### config.mk
export PLATFORM = sky130hd
export DESIGN_NAME = fpu_wrap
export DESIGN_NICKNAME = d
export VERILOG_FILES = /design/src/rtl/fpu_pkg.sv /design/src/rtl/fp_decoder.sv /design/src/rtl/fp_issue_buffer.sv /design/src/rtl/fp_noncomp_unit.sv /design/src/rtl/fpu_wrap.sv
export SDC_FILE = /design/constraint.sdc
export NUM_CORES = 1
export LEC_CHECK = 0
export BUFFER_PORTS_ARGS = -buffer_cell sky130_fd_sc_hd__buf_2
export CAP_MARGIN = 20
export CORE_MARGIN = 5
export CORE_UTILIZATION = 45
export CTS_CLUSTER_SIZE = 28
export DETAILED_ROUTE_END_ITERATION = 10
export GPL_TIMING_DRIVEN = 0
export PLACE_DENSITY = 0.65
export SLEW_MARGIN = 10
export SYNTH_ARGS = -nofsm -noshare
export SYNTH_HDL_FRONTEND = slang
export SYNTH_SLANG_ARGS = --single-unit
### constraint.sdc
create_clock -name clk_i -period 11 [get_ports clk_i]
set_clock_uncertainty 0.2 [all_clocks]
set_input_delay 2.75 -clock clk_i [delete_from_list [all_inputs] [get_ports clk_i]]
set_output_delay 2.75 -clock clk_i [all_outputs]
set_load 0.02 [all_outputs]
### src/rtl/fpu_pkg.sv
package fpu_pkg;

    //------------------------------------------------------------
    // Widths and constants
    //------------------------------------------------------------
    localparam int unsigned FLEN          = 32; // FP32 operands and results
    localparam int unsigned TRANS_ID_BITS = 3;  // Scoreboard tag width
    localparam int unsigned STATUS_BITS   = 5;  // fflags NV DZ OF UF NX
    localparam int unsigned NV_BIT        = 4;  // Invalid operation flag position
    localparam int unsigned CLASS_BITS    = 10; // RISC-V fclass mask width

    // FP32 field layout
    localparam int unsigned SIGN_BIT = 31;
    localparam int unsigned EXP_BITS = 8;
    localparam int unsigned MAN_BITS = 23;

    localparam logic [FLEN-1:0] CANONICAL_NAN = 32'h7fc0_0000; // Quiet NaN, positive

    //------------------------------------------------------------
    // Operation encodings
    //------------------------------------------------------------
    // Processor side operation, codes beyond FMV_X2F fall back to sign injection
    typedef enum logic [3:0] {
        FSGNJ    = 4'd0,
        FMIN_MAX = 4'd1,
        FCMP     = 4'd2,
        FCLASS   = 4'd3,
        FMV_F2X  = 4'd4,
        FMV_X2F  = 4'd5
    } fu_op_e;

    // Operation as seen by the execution unit
    typedef enum logic [1:0] {
        UOP_SGNJ     = 2'd0,
        UOP_MINMAX   = 2'd1,
        UOP_CMP      = 2'd2,
        UOP_CLASSIFY = 2'd3
    } unit_op_e;

    typedef logic [2:0]               rm_t;       // rm field, reused as sub-mode
    typedef logic [TRANS_ID_BITS-1:0] trans_id_t;

    // Sub-modes carried in rm
    localparam rm_t RM_SGNJ  = 3'd0;
    localparam rm_t RM_SGNJN = 3'd1;
    localparam rm_t RM_SGNJX = 3'd2;
    localparam rm_t RM_PASS  = 3'd3; // Plain move, operand A unchanged
    localparam rm_t RM_MIN   = 3'd0;
    localparam rm_t RM_MAX   = 3'd1;
    localparam rm_t RM_FLE   = 3'd0;
    localparam rm_t RM_FLT   = 3'd1;
    localparam rm_t RM_FEQ   = 3'd2;

    // Decoded request, 72 bits
    typedef struct packed {
        logic [FLEN-1:0] operand_a;
        logic [FLEN-1:0] operand_b;
        unit_op_e        unit_op;
        rm_t             rm;
        trans_id_t       tag;
    } issue_req_t;

endpackage

### src/rtl/fp_decoder.sv
`timescale 1ns/10ps

module fp_decoder (
    input  fpu_pkg::fu_op_e          operation_i,
    input  fpu_pkg::rm_t             rm_i,
    input  logic [fpu_pkg::FLEN-1:0] operand_a_i,
    input  logic [fpu_pkg::FLEN-1:0] operand_b_i,
    input  fpu_pkg::trans_id_t       trans_id_i,
    output fpu_pkg::issue_req_t      req_o
);

    import fpu_pkg::*;

    rm_t rm_masked; // rm without the MSB, which this unit never uses

    assign rm_masked = {1'b0, rm_i[1:0]};

    //------------------------------------------------------------
    // Operation translation
    //------------------------------------------------------------
    always_comb begin : op_translation
        // Operands and tag pass straight through
        req_o.operand_a = operand_a_i;
        req_o.operand_b = operand_b_i;
        req_o.tag       = trans_id_i;

        // Sign injection with raw rm unless a known op says otherwise
        req_o.unit_op = UOP_SGNJ;
        req_o.rm      = rm_i;

        case (operation_i)
            // sgnj, sgnjn, sgnjx selected by rm
            FSGNJ: begin
                req_o.unit_op = UOP_SGNJ;
                req_o.rm      = rm_masked;
            end
            // min or max selected by rm
            FMIN_MAX: begin
                req_o.unit_op = UOP_MINMAX;
                req_o.rm      = rm_masked;
            end
            // fle, flt, feq selected by rm
            FCMP: begin
                req_o.unit_op = UOP_CMP;
                req_o.rm      = rm_masked;
            end
            // Classify ignores rm anyway
            FCLASS: begin
                req_o.unit_op = UOP_CLASSIFY;
                req_o.rm      = rm_masked;
            end
            // FPR to GPR move, no recoding needed
            FMV_F2X: begin
                req_o.unit_op = UOP_SGNJ;
                req_o.rm      = RM_PASS;
            end
            // GPR to FPR move, same passthrough
            FMV_X2F: begin
                req_o.unit_op = UOP_SGNJ;
                req_o.rm      = RM_PASS;
            end
            default: begin
                // Unknown code, keep sign injection defaults
                req_o.unit_op = UOP_SGNJ;
                req_o.rm      = rm_i;
            end
        endcase
    end

endmodule

### src/rtl/fp_issue_buffer.sv
`timescale 1ns/10ps

module fp_issue_buffer (
    input  logic                clk_i,
    input  logic                rst_ni,
    input  logic                flush_i,
    input  logic                valid_i,      // Upstream request valid
    output logic                ready_o,      // Upstream may issue
    input  fpu_pkg::issue_req_t req_i,        // Decoded live request
    output logic                out_valid_o,  // Request toward the unit
    input  logic                out_ready_i,  // Unit takes the request
    output fpu_pkg::issue_req_t req_o         // Held or live request
);

    import fpu_pkg::*;

    typedef enum logic {READY, STALL} state_e;

    state_e     state_q, state_d;
    issue_req_t hold_q;       // Parked request
    logic       hold_inputs;  // Capture live request this cycle
    logic       use_hold;     // Feed unit from the hold register

    //------------------------------------------------------------
    // Protocol inversion FSM
    //------------------------------------------------------------
    // Upstream sees ready before the unit has answered, so a refused
    // request is parked and upstream is stalled until it drains
    always_comb begin : p_issue_fsm
        ready_o     = 1'b0;
        out_valid_o = 1'b0;
        hold_inputs = 1'b0;
        use_hold    = 1'b0;
        state_d     = state_q;

        case (state_q)
            READY: begin
                ready_o     = 1'b1;     // Accept as if unit ready
                out_valid_o = valid_i;  // Live forward
                if (valid_i && !out_ready_i) begin
                    ready_o     = 1'b0; // Upstream keeps presenting the request
                    hold_inputs = 1'b1; // Park it here meanwhile
                    state_d     = STALL;
                end
            end
            STALL: begin
                out_valid_o = 1'b1;     // Held request pending
                use_hold    = 1'b1;
                if (out_ready_i) begin
                    ready_o = 1'b1;     // Held request drains and upstream moves on
                    state_d = READY;
                end
            end
            default: state_d = READY;
        endcase

        // Flush drops the parked request
        if (flush_i) begin
            state_d = READY;
        end
    end

    // FSM state
    always_ff @(posedge clk_i or negedge rst_ni) begin : p_state
        if (!rst_ni) begin
            state_q <= READY;
        end else begin
            state_q <= state_d;
        end
    end

    // Hold register loaded only on a refused request
    always_ff @(posedge clk_i) begin : p_hold_reg
        if (hold_inputs) begin
            hold_q <= req_i;
        end
    end

    assign req_o = use_hold ? hold_q : req_i; // Output mux

endmodule

### src/rtl/fp_noncomp_unit.sv
`timescale 1ns/10ps

module fp_noncomp_unit (
    input  logic                            clk_i,
    input  logic                            rst_ni,
    input  logic                            flush_i,
    input  logic                            in_valid_i,
    output logic                            in_ready_o,
    input  fpu_pkg::issue_req_t             req_i,
    output logic [fpu_pkg::FLEN-1:0]        result_o,
    output fpu_pkg::trans_id_t              tag_o,
    output logic [fpu_pkg::STATUS_BITS-1:0] status_o,
    output logic                            out_valid_o,
    input  logic                            out_ready_i
);

    import fpu_pkg::*;

    // Maps one FP32 value onto its fclass one-hot mask
    function automatic logic [CLASS_BITS-1:0] classify(input logic [FLEN-1:0] v);
        logic                  sign;
        logic                  exp_ones;
        logic                  exp_zero;
        logic                  man_zero;
        logic [CLASS_BITS-1:0] mask;
        sign     = v[SIGN_BIT];
        exp_ones = &v[MAN_BITS +: EXP_BITS];
        exp_zero = ~|v[MAN_BITS +: EXP_BITS];
        man_zero = ~|v[MAN_BITS-1:0];
        mask     = '0;
        if (exp_ones && !man_zero) begin
            mask[v[MAN_BITS-1] ? 9 : 8] = 1'b1;      // Quiet bit is the mantissa MSB
        end else if (exp_ones) begin
            mask[sign ? 0 : 7] = 1'b1;               // Infinity
        end else if (exp_zero && man_zero) begin
            mask[sign ? 3 : 4] = 1'b1;               // Zero
        end else if (exp_zero) begin
            mask[sign ? 2 : 5] = 1'b1;               // Subnormal
        end else begin
            mask[sign ? 1 : 6] = 1'b1;               // Normal
        end
        return mask;
    endfunction

    //------------------------------------------------------------
    // Operand analysis
    //------------------------------------------------------------
    logic [FLEN-1:0]       op_a, op_b;
    logic [CLASS_BITS-1:0] class_a, class_b;
    logic                  any_nan, both_nan, any_snan;
    logic                  both_zero;
    logic                  ord_lt;  // Total order, -0 below +0
    logic                  cmp_lt, cmp_eq;

    assign op_a    = req_i.operand_a;
    assign op_b    = req_i.operand_b;
    assign class_a = classify(op_a);
    assign class_b = classify(op_b);

    assign any_nan   = |{class_a[9:8], class_b[9:8]};
    assign both_nan  = (|class_a[9:8]) && (|class_b[9:8]);
    assign any_snan  = class_a[8] | class_b[8];
    assign both_zero = (|class_a[4:3]) && (|class_b[4:3]);

    // Sign-magnitude ordering
    assign ord_lt = (op_a[SIGN_BIT] != op_b[SIGN_BIT]) ? op_a[SIGN_BIT] :
                    op_a[SIGN_BIT] ? (op_a[FLEN-2:0] > op_b[FLEN-2:0]) :
                                     (op_a[FLEN-2:0] < op_b[FLEN-2:0]);
    assign cmp_lt = ord_lt && !both_zero;            // IEEE compare, zeros equal
    assign cmp_eq = (op_a == op_b) || both_zero;

    //------------------------------------------------------------
    // Result selection
    //------------------------------------------------------------
    logic [FLEN-1:0] res_d;
    logic            nv_d;

    always_comb begin : p_compute
        res_d = op_a;
        nv_d  = 1'b0;
        case (req_i.unit_op)
            UOP_SGNJ: begin
                case (req_i.rm)
                    RM_SGNJ:  res_d = {op_b[SIGN_BIT], op_a[FLEN-2:0]};
                    RM_SGNJN: res_d = {~op_b[SIGN_BIT], op_a[FLEN-2:0]};
                    RM_SGNJX: res_d = {op_a[SIGN_BIT] ^ op_b[SIGN_BIT], op_a[FLEN-2:0]};
                    default:  res_d = op_a;          // RM_PASS and spare codes
                endcase
            end
            UOP_MINMAX: begin
                nv_d = any_snan;
                if (both_nan) begin
                    res_d = CANONICAL_NAN;
                end else if (|class_a[9:8]) begin
                    res_d = op_b;                    // NaN operand loses
                end else if (|class_b[9:8]) begin
                    res_d = op_a;
                end else if (req_i.rm == RM_MAX) begin
                    res_d = ord_lt ? op_b : op_a;
                end else begin
                    res_d = ord_lt ? op_a : op_b;
                end
            end
            UOP_CMP: begin
                res_d = '0;
                case (req_i.rm)
                    RM_FLE: begin
                        res_d[0] = !any_nan && (cmp_lt || cmp_eq);
                        nv_d     = any_nan;          // Signaling compare
                    end
                    RM_FLT: begin
                        res_d[0] = !any_nan && cmp_lt;
                        nv_d     = any_nan;
                    end
                    RM_FEQ: begin
                        res_d[0] = !any_nan && cmp_eq;
                        nv_d     = any_snan;         // Quiet compare
                    end
                    default: ;
                endcase
            end
            default: res_d = {{(FLEN-CLASS_BITS){1'b0}}, class_a}; // Classify
        endcase
    end

    //------------------------------------------------------------
    // Two-stage elastic pipeline
    //------------------------------------------------------------
    logic            s1_valid_q, s2_valid_q;
    logic [FLEN-1:0] s1_res_q, s2_res_q;
    logic            s1_nv_q, s2_nv_q;
    trans_id_t       s1_tag_q, s2_tag_q;
    logic            s1_ready, s2_ready;

    assign s2_ready   = !s2_valid_q || out_ready_i;  // Output empty or draining
    assign s1_ready   = !s1_valid_q || s2_ready;
    assign in_ready_o = s1_ready;

    // Valid bits, cleared by flush
    always_ff @(posedge clk_i or negedge rst_ni) begin : p_valid
        if (!rst_ni) begin
            s1_valid_q <= 1'b0;
            s2_valid_q <= 1'b0;
        end else if (flush_i) begin
            s1_valid_q <= 1'b0;
            s2_valid_q <= 1'b0;
        end else begin
            if (s1_ready) s1_valid_q <= in_valid_i;
            if (s2_ready) s2_valid_q <= s1_valid_q;
        end
    end

    // Payload, loaded only with a moving item
    always_ff @(posedge clk_i) begin : p_payload
        if (in_valid_i && s1_ready) begin
            s1_res_q <= res_d;
            s1_nv_q  <= nv_d;
            s1_tag_q <= req_i.tag;
        end
        if (s1_valid_q && s2_ready) begin
            s2_res_q <= s1_res_q;
            s2_nv_q  <= s1_nv_q;
            s2_tag_q <= s1_tag_q;
        end
    end

    assign out_valid_o = s2_valid_q;
    assign result_o    = s2_res_q;
    assign tag_o       = s2_tag_q;

    always_comb begin : p_status
        status_o         = '0;      // Only NV is ever raised
        status_o[NV_BIT] = s2_nv_q;
    end

endmodule

### src/rtl/fpu_wrap.sv
`timescale 1ns/10ps

module fpu_wrap (
    input  logic                            clk_i,
    input  logic                            rst_ni,
    input  logic                            flush_i,
    input  logic                            fpu_valid_i,
    output logic                            fpu_ready_o,
    input  fpu_pkg::fu_op_e                 operation_i,
    input  logic [fpu_pkg::FLEN-1:0]        operand_a_i,
    input  logic [fpu_pkg::FLEN-1:0]        operand_b_i,
    input  fpu_pkg::rm_t                    rm_i,
    input  fpu_pkg::trans_id_t              trans_id_i,
    output logic [fpu_pkg::FLEN-1:0]        result_o,
    output fpu_pkg::trans_id_t              trans_id_o,
    output logic [fpu_pkg::STATUS_BITS-1:0] status_o,
    output logic                            result_valid_o,
    input  logic                            result_ready_i
);

    import fpu_pkg::*;

    issue_req_t dec_req;        // Decoded live request
    issue_req_t unit_req;       // Request presented to the unit
    logic       unit_in_valid;
    logic       unit_in_ready;

    // Decode, buffer, execute
    fp_decoder u_decoder (
        .operation_i (operation_i),
        .rm_i        (rm_i),
        .operand_a_i (operand_a_i),
        .operand_b_i (operand_b_i),
        .trans_id_i  (trans_id_i),
        .req_o       (dec_req)
    );

    fp_issue_buffer u_issue_buffer (
        .clk_i       (clk_i),
        .rst_ni      (rst_ni),
        .flush_i     (flush_i),
        .valid_i     (fpu_valid_i),
        .ready_o     (fpu_ready_o),
        .req_i       (dec_req),
        .out_valid_o (unit_in_valid),
        .out_ready_i (unit_in_ready),
        .req_o       (unit_req)
    );

    fp_noncomp_unit u_unit (
        .clk_i       (clk_i),
        .rst_ni      (rst_ni),
        .flush_i     (flush_i),
        .in_valid_i  (unit_in_valid),
        .in_ready_o  (unit_in_ready),
        .req_i       (unit_req),
        .result_o    (result_o),
        .tag_o       (trans_id_o),
        .status_o    (status_o),
        .out_valid_o (result_valid_o),
        .out_ready_i (result_ready_i)     // Downstream back-pressure
    );

endmodule

==> results_tabular.tex, run 1 <==
\begin{tabular}{lr}
\hline
Metric & Value \\
\hline
\multicolumn{2}{l}{\textbf{Finish}} \\
Total area of sequential cells & between 4000 and 5000 µm² \\
Area of the multi-input gates & 2790 µm² \\
Fill cell instance count of the final layout & between 1000 and 1500 \\
Final layout net count & approximately 830 \\
Total inserted antenna cells & 0 \\
Utilization after layout & roughly 55\% \\
Share of post-route cells with drive strength above 1 & between 20\% and 30\% \\
Area Overhead vs Synth & 20.9\% \\
\multicolumn{2}{l}{\textbf{Timing}} \\
Final worst path period share & between 60\% and 70\% \\
Hold Violations, Final & 0 \\
Final Max Tran Viols & 0 \\
Max Freq & 145 MHz \\
Fin crit period & a little under 7 ns \\
Setup repair after global routing missed its margin & false \\
Setup TNS Final & 0 ns \\
Least-Margin Pin Slew & about 0.91 ns \\
Setup Viol. Count Final & 0 \\
Worst slew slack as a fraction of its limit & 39.1\% \\
\multicolumn{2}{l}{\textbf{Clocking}} \\
Register clock-pin slew on the reported worst setup and hold paths & approximately 0.060 ns \\
CTS root buffer & clkbuf\_16 \\
Buffers from clock root to sink, at most & 2 \\
H-tree lvl count & 4 \\
Clock sinks & around 150 \\
TritonCTS clock tree & built \\
Count of hold buffers inserted by post-cts repair & 0 \\
Resized cells post-CTS & 0 \\
Post-CTS Repair Setup Buffers & 0 \\
TritonCTS buffer count & 17 \\
Clock latency at the later pin of the worst-skew pair & 0.42 ns \\
\multicolumn{2}{l}{\textbf{Global routing}} \\
Global-route wire length before repair & just under 30000 µm \\
Via count of the first global-routing pass & 5332 \\
Maximum number of pins on one net before global-route repair & 27 \\
Aggregate global routing overflow & 0 \\
Antenna violations before repair & 0 \\
All-Layer GR Usage & about a fifth \\
\multicolumn{2}{l}{\textbf{Worst setup path}} \\
Req. time, crit path & 8.05 ns \\
Longest individual stage delay on the worst path & 0.42 ns \\
CP Capture Type & output pin \\
Kind of critical path & in2out \\
CP Launch Type & primary input \\
CP cell instances & buf\_2, nor2b\_1, nand2\_1, or2\_2, buf\_2 \\
Largest delay contributor family on the critical path & simple AND/OR/NAND/NOR gates \\
Signal arrival time at the worst endpoint & 3.93 ns \\
Library cell contributing the largest single delay on the critical path & nor2b\_1 \\
Max Fanout on Critical Path & 4 \\
Worst path bufs/invs & 2 \\
Cell repeated most along the worst path & buf\_2 \\
\multicolumn{2}{l}{\textbf{Run}} \\
Max-cap violations & 0 \\
\multicolumn{2}{l}{\textbf{Synth}} \\
Most instantiated library cell after synthesis & edfxtp\_1 \\
Number of enable flip-flop cells after synthesis & around 140 \\
Top cells by area, synth & edfxtp\_1 (58\%), mux2i\_1 (7.8\%), ha\_1 (5.9\%) \\
Number of distinct library cell variants in the gate-level netlist after synthesis & slightly below 70 \\
Total of flip-flops plus latches after synthesis & roughly 150 \\
Synth top cells by count & edfxtp\_1 (144), mux2i\_1 (58), ha\_1 (35), inv\_1 (35), nand2\_1 (35) \\
Synthesized netlist cell count & roughly 570 \\
Yosys warnings & 0 \\
Cell taking the most area after synthesis & edfxtp\_1 \\
Mean post-synth cell area & 13.2 µm² \\
Post-synth ARST share & between 2 and 2.5\% \\
Yosys top cell area share & 58.0\% \\
Synth Cell Area & around 7500 µm² \\
Most used flip-flop cell after synthesis & edfxtp\_1 \\
Fraction of the yosys area taken by sequential cells & 59.0\% \\
\multicolumn{2}{l}{\textbf{Die}} \\
Count of standard-cell rows & 47 \\
I/O pin total & around 120 \\
Die extent in x & $\sim$140 µm \\
CORE AREA & 16400 µm² \\
Vertical extent of the die & $\sim$140 µm \\
Initial standard-cell utilization of the core & a little under half \\
Die area & about 19000 µm² \\
\multicolumn{2}{l}{\textbf{Detailed routing}} \\
Router iterations before antenna repair & 5 \\
Overall routed net length & between 15000 and 20000 µm \\
Count of nets left with antenna violations after detail routing & 0 \\
Via Count & $\sim$5200 \\
Remaining routing DRC violations & 0 \\
Vias per Instance & about 5.5 \\
Initial detailed-routing violation count & between 300 and 400 \\
Routed length per instance & 19.8 µm \\
\multicolumn{2}{l}{\textbf{Place}} \\
DP Wirelength & about 15000 µm \\
PortBufs & 116 \\
Placer's final routability congestion estimate & around 0.89 \\
\multicolumn{2}{l}{\textbf{Power and ir drop}} \\
Peak VDD IR & 0.100 mV \\
PD cells & about 150 nW/µm² \\
Pleak & 0.00337 µW \\
\multicolumn{2}{l}{\textbf{Outcome}} \\
Result of the run & complete, no violations \\
\multicolumn{2}{l}{\textbf{Min path}} \\
Worst hold-check path type & reg2reg \\
\hline
\end{tabular}
through the flow:
step | setup WS, ns | cells | hold slack (ns) | total power (µW) | cell area, µm²
finish | 4.12 | 947 | 0.216 | 1350 | 9020
global route | 4.00 | 947 | 0.224 | 1400 | 9020
CTS | 4.12 | 947 | 0.219 | 1360 | 9020
detailed placement | 4.11 | 915 | 0.205 | 802 | 8450
global placement | -0.639 | 906 | 0.200 | 798 | 8330
floorplan | 1.87 | 570 | 0.200 | 745 | 7470
layer usage:
layer,vias to the layer above,wire (µm),GRT usage [%],share of wire (%)
met1,2523,8670,27.4,46
li1,2499,-,-,-
met5,-,0,0,0
met3,26,982,3.52,5.2
met4,0,363,6.90,1.9
met2,188,8680,31.0,46
cells in the final DEF (no fill, tap or decap), types with 16 or more instances in the layout:
master	count
nor2_1	19
buf_2	122
nor4_1	20
nand3_1	16
edfxtp_1	144
mux2i_1	58
nand2_1	35
inv_1	35
a21oi_1	28
clkbuf_16	17
ha_1	35
layout make-up:
class                      count  share of cell area (%)
tap                          220                    3.05
inverter                      37                    1.54
sequential                   147                    48.8
clock buffer                  18                    4.76
clock inverter                14                    1.53
buffer                        23                    1.85
timing repair buffer         125                    7.55
multi-input combinational    363                    30.9
report_power, final:
| part | switching [µW] | internal (µW) |
|---|---|---|
| clock | 225 | 332 |
| combinational | 92.1 | 54.3 |
| sequential | 4.97 | 641 |
| total | 323 | 1030 |
state kept, by name (all words and copies together) (netlist names):
register	flops
u_unit.s1_res_q	32
u_unit.result_o	32
u_unit.s2_nv_q	1
u_issue_buffer.hold_q	72
u_unit.out_valid_o	1
u_unit.tag_o	3
u_unit.s1_tag_q	3
u_unit.s1_nv_q	1
u_unit.s1_valid_q	1
u_issue_buffer.state_q	1
cells by family (layout without fill, tap and decap cells):
| kind of cell | after synthesis | after routing | synth area share, % |
|---|---|---|---|
| DFF | 147 | 147 | 59.0 |
| and+or+nand+nor | 143 | 143 | 10.4 |
| AOI/OAI and AO/OA | 107 | 107 | 10.0 |
| muxes | 73 | 73 | 10.5 |
| buffers and inverters | 60 | 217 | 4.09 |
| adders and majority gates | 35 | 35 | 5.87 |
| other | 1 | 4 | 0.0503 |
| xor gates and xnor gates | 1 | 1 | 0.117 |
path summary, 6_finish.rpt:
path | slack, ns | end | cells past startpoint | from
setup / recovery | 4.12 | fpu_ready_o | 5 | result_ready_i
hold / removal | 0.22 | u_unit.result_o[5] | 0 | u_unit.s1_res_q[5]
setup reg to reg | 5.11 | u_unit.s1_res_q[10] | 18 | u_issue_buffer.state_q
hold reg to reg | 0.22 | u_unit.result_o[5] | 0 | u_unit.s1_res_q[5]
max in group asynchronous | 8.59 | u_issue_buffer.state_q | 1 | rst_ni
min in group asynchronous | 1.91 | u_unit.s1_valid_q | 1 | rst_ni
No activity file was read; power rests on OpenSTA's default activity.
==> run 2, diff against run 1 <==
- ABC_AREA: default -> 1
- clock period: 11 -> 6.39 ns (I/O delays scaled with it)
==> results_tabular.tex, run 2 <==
\begin{tabular}{lr}
\hline
Metric & Value \\
\hline
\multicolumn{2}{l}{\textbf{Finish}} \\
Total inserted antenna cells & 0 \\
Utilization after layout & roughly 55\% \\
Area Overhead vs Synth & 19.8\% \\
Leading cell type in the layout, fill and taps excluded & nand2\_1 \\
Number of non-filler instances in the completed layout & approximately 1200 \\
Share of post-route cells with drive strength above 1 & $\sim$22\% \\
Most frequent cells in the layout & nand2\_1 (222), edfxtp\_1 (144), buf\_2 (126) \\
Number of flip-flops under the largest register name & just over 70 \\
Register containing the most flip-flops in the final layout & u\_issue\_buffer.hold\_q \\
Final layout net count & $\sim$1100 \\
Post-route standard cell area excluding fillers & around 9500 µm² \\
\multicolumn{2}{l}{\textbf{Synth}} \\
Cell taking the most area after synthesis & edfxtp\_1 \\
Fraction of the mapped netlist area in simple logic gates & between 20\% and 30\% \\
Synth top cells by count & nand2\_1 (222), edfxtp\_1 (144), inv\_1 (96), nand3\_1 (68), a21oi\_1 (45) \\
Fraction of the yosys area taken by sequential cells & approximately 56\% \\
Adder-cell area share of the yosys netlist & 5.53\% \\
Synth Cell Area & a little under 8000 µm² \\
Number of enable flip-flop cells after synthesis & 144 \\
Number of distinct library cell variants in the gate-level netlist after synthesis & 43 \\
Post-synth ARST share & approximately 2\% \\
Proportion of synthesized area in mux cells & around 1.4\% \\
Total of flip-flops plus latches after synthesis & 147 \\
Synthesized netlist cell count & around 830 \\
Most instantiated library cell after synthesis & nand2\_1 \\
Yosys top cell area share & between 50\% and 60\% \\
Mean post-synth cell area & $\sim$9.5 µm² \\
Compound-cell area share of the yosys netlist & under 10\% \\
Combinational family with the most area after synthesis & simple AND/OR/NAND/NOR gates \\
Most used flip-flop cell after synthesis & edfxtp\_1 \\
Top cells by area, synth & edfxtp\_1 (55\%), nand2\_1 (11\%), ha\_1 (5.5\%) \\
Yosys warnings & 0 \\
Xor/xnor cell area share of the yosys netlist & less than 1\% \\
\multicolumn{2}{l}{\textbf{Detailed routing}} \\
Via Count & between 6000 and 7000 \\
Remaining routing DRC violations & 0 \\
Overall routed net length & around 20000 µm \\
Routed length per instance & 16.9 µm \\
Initial detailed-routing violation count & between 500 and 600 \\
Count of nets left with antenna violations after detail routing & 0 \\
Router iterations before antenna repair & 5 \\
Vias per Instance & a little over 5 \\
\multicolumn{2}{l}{\textbf{Place}} \\
Inst Count DP & roughly 1200 \\
Dpl cell area & $\sim$9000 µm² \\
PortBufs & 116 \\
DP Wirelength & about 16000 µm \\
Placer's final routability congestion estimate & just under 1 \\
\multicolumn{2}{l}{\textbf{Die}} \\
I/O pin total & around 120 \\
Die area & roughly 20000 µm² \\
Die extent in x & about 140 µm \\
Vertical extent of the die & approximately 140 µm \\
Count of standard-cell rows & 48 \\
CORE AREA & 17300 µm² \\
Initial standard-cell utilization of the core & a little under half \\
\multicolumn{2}{l}{\textbf{Run}} \\
Max-cap violations & 0 \\
\multicolumn{2}{l}{\textbf{Min path}} \\
Worst hold-check path type & reg2reg \\
Worst hold path cell count & 0 \\
\multicolumn{2}{l}{\textbf{Timing}} \\
Hold slack final & between 0.2 and 0.25 ns \\
Final Max Tran Viols & 0 \\
Max Freq & 196 MHz \\
Least-Margin Pin Slew & a little over 1 ns \\
Final worst path period share & about four fifths \\
Setup repair after global routing missed its margin & false \\
Hold Violations, Final & 0 \\
Setup Viol. Count Final & 0 \\
Worst slew slack as a fraction of its limit & a little under a third \\
Fin crit period & 5.10 ns \\
\multicolumn{2}{l}{\textbf{Worst setup path}} \\
Signal arrival time at the worst endpoint & between 5 and 6 ns \\
RR Endpoint & u\_unit.s1\_res\_q[1] \\
CP Capture Type & flip-flop \\
Startpoint of the most critical setup path & operand\_a\_i[23] \\
Worst R2R Start & u\_issue\_buffer.state\_q \\
Capture point of the worst path & u\_unit.s1\_res\_q[1] \\
CP Launch Type & primary input \\
Register-to-Register Setup Slack & $\sim$1.7 ns \\
Max Fanout on Critical Path & 10 \\
Req. time, crit path & around 6.4 ns \\
Kind of critical path & in2reg \\
Count of cells along the worst register-to-register path & 24 \\
\multicolumn{2}{l}{\textbf{Clocking}} \\
Clock sinks & between 100 and 150 \\
Clock latency at the later pin of the worst-skew pair & around 0.43 ns \\
TritonCTS buffer count & 17 \\
Register clock-pin slew on the reported worst setup and hold paths & 0.06 ns \\
Buffers from clock root to sink, at most & 2 \\
Post-CTS Repair Setup Buffers & 0 \\
H-tree lvl count & 4 \\
Count of hold buffers inserted by post-cts repair & 0 \\
CTS root buffer & clkbuf\_16 \\
Resized cells post-CTS & 0 \\
TritonCTS clock tree & built \\
\multicolumn{2}{l}{\textbf{Global routing}} \\
Aggregate global routing overflow & 0 \\
Antenna violations before repair & 0 \\
All-Layer GR Usage & 20.6\% \\
Global-route wire length before repair & 32000 µm \\
Via count of the first global-routing pass & 5834 \\
Maximum number of pins on one net before global-route repair & 32 \\
\multicolumn{2}{l}{\textbf{Power and ir drop}} \\
Pleak & a little over 0.004 µW \\
Peak VDD IR & approximately 0.17 mV \\
PD cells & roughly 260 nW/µm² \\
\multicolumn{2}{l}{\textbf{Outcome}} \\
Result of the run & complete, no violations \\
\hline
\end{tabular}
==> run 2: changes by cell type in the layout (fill, tap and decap cells not counted), moves of 6 or more <==
cell | previous run | this run
a21oi_1 | 28 | 45
a221oi_1 | 6 | 0
inv_1 | 35 | 96
mux2_2 | 9 | 0
mux2i_1 | 58 | 11
nand2_1 | 35 | 222
nand3_1 | 16 | 68
nor2_1 | 19 | 38
nor2b_1 | 10 | 0
nor4_1 | 20 | 1
o21ai_0 | 14 | 41
o22a_1 | 6 | 0
o22ai_1 | 13 | 1
or2_2 | 2 | 27
==> run 2: final cells by class <==
type                    count  area, µm²
fillers                  1608       7810
flip-flops and latches    147       4400
multi-input cells         553       2950
repair buffers            120        668
clock buffers              17        425
inverters                 100        375
well taps                 225        282
plain buffers              36        219
clock inverters            15        168
==> run 2: how the worst min path moves through the flow <==
stage	startpoint	endpoint	slack [ns]
finish	u_unit.s1_res_q[10]	u_unit.result_o[10]	0.21
global route	u_unit.s1_res_q[10]	u_unit.result_o[10]	0.22
CTS	u_unit.s1_res_q[10]	u_unit.result_o[10]	0.22
detailed placement	u_unit.s1_res_q[10]	u_unit.result_o[10]	0.20
global placement	u_unit.s1_tag_q[1]	u_unit.tag_o[1]	0.20
floorplan	u_unit.s1_res_q[0]	u_unit.result_o[0]	0.20
==> run 2: cells by family after synthesis <==
group                      count (synthesis)
other                                      1
muxes                                     11
AOI/OAI and AO/OA                        106
DFF                                      147
adders and majority gates                 35
xor gates and xnor gates                   1
buffers and inverters                    136
and+or+nand+nor                          396
==> run 2: layer usage <==
metal	share of wire [%]	vias to the layer above	track usage [%]
met3	7.1	28	4.02
met2	43	230	30.0
met1	48	2851	30.7
met5	0	-	0
met4	2.5	0	7.60
li1	-	3095	-
==> run 2: where the power goes <==
part | switching (µW) | total [µW] | internal (µW) | leakage [µW]
registers | 8.22 | 1110 | 1110 | 0.00139
logic | 206 | 312 | 106 | 0.00243
clock network | 413 | 998 | 584 | 0.000291
total | 627 | 2420 | 1800 | 0.00411
==> run 2: worst max-delay path: stages <==
cell and delay, ns:
buf_2 0.10, o21ai_0 0.79, inv_1 0.22, ha_1 0.35, nand2_1 0.05, nor2_1 0.15
and2_1 0.24, nand2_1 0.07, nor2_1 0.13, nor2_1 0.07, nand2_1 0.13, nand2_1 0.06
nand2_1 0.07, nand2_1 0.07, nand2_1 0.10, nand3_4 0.14, nand2_4 0.17, buf_6 0.17
nand2_1 0.07, nand3_1 0.09, nand2_1 0.06, nand2_1 0.09, nand2_1 0.06
==> run 2: per-stage QoR <==
step           TNS [ns]  total power [µW]  setup WS [ns]
2_1_floorplan         0              1330          0.718
3_3_place_gp     -47.39              1430         -0.667
3_5_place_dp          0              1440          0.987
4_1_cts               0              2440           1.42
5_1_grt               0              2530           1.13
6_report              0              2420           1.29
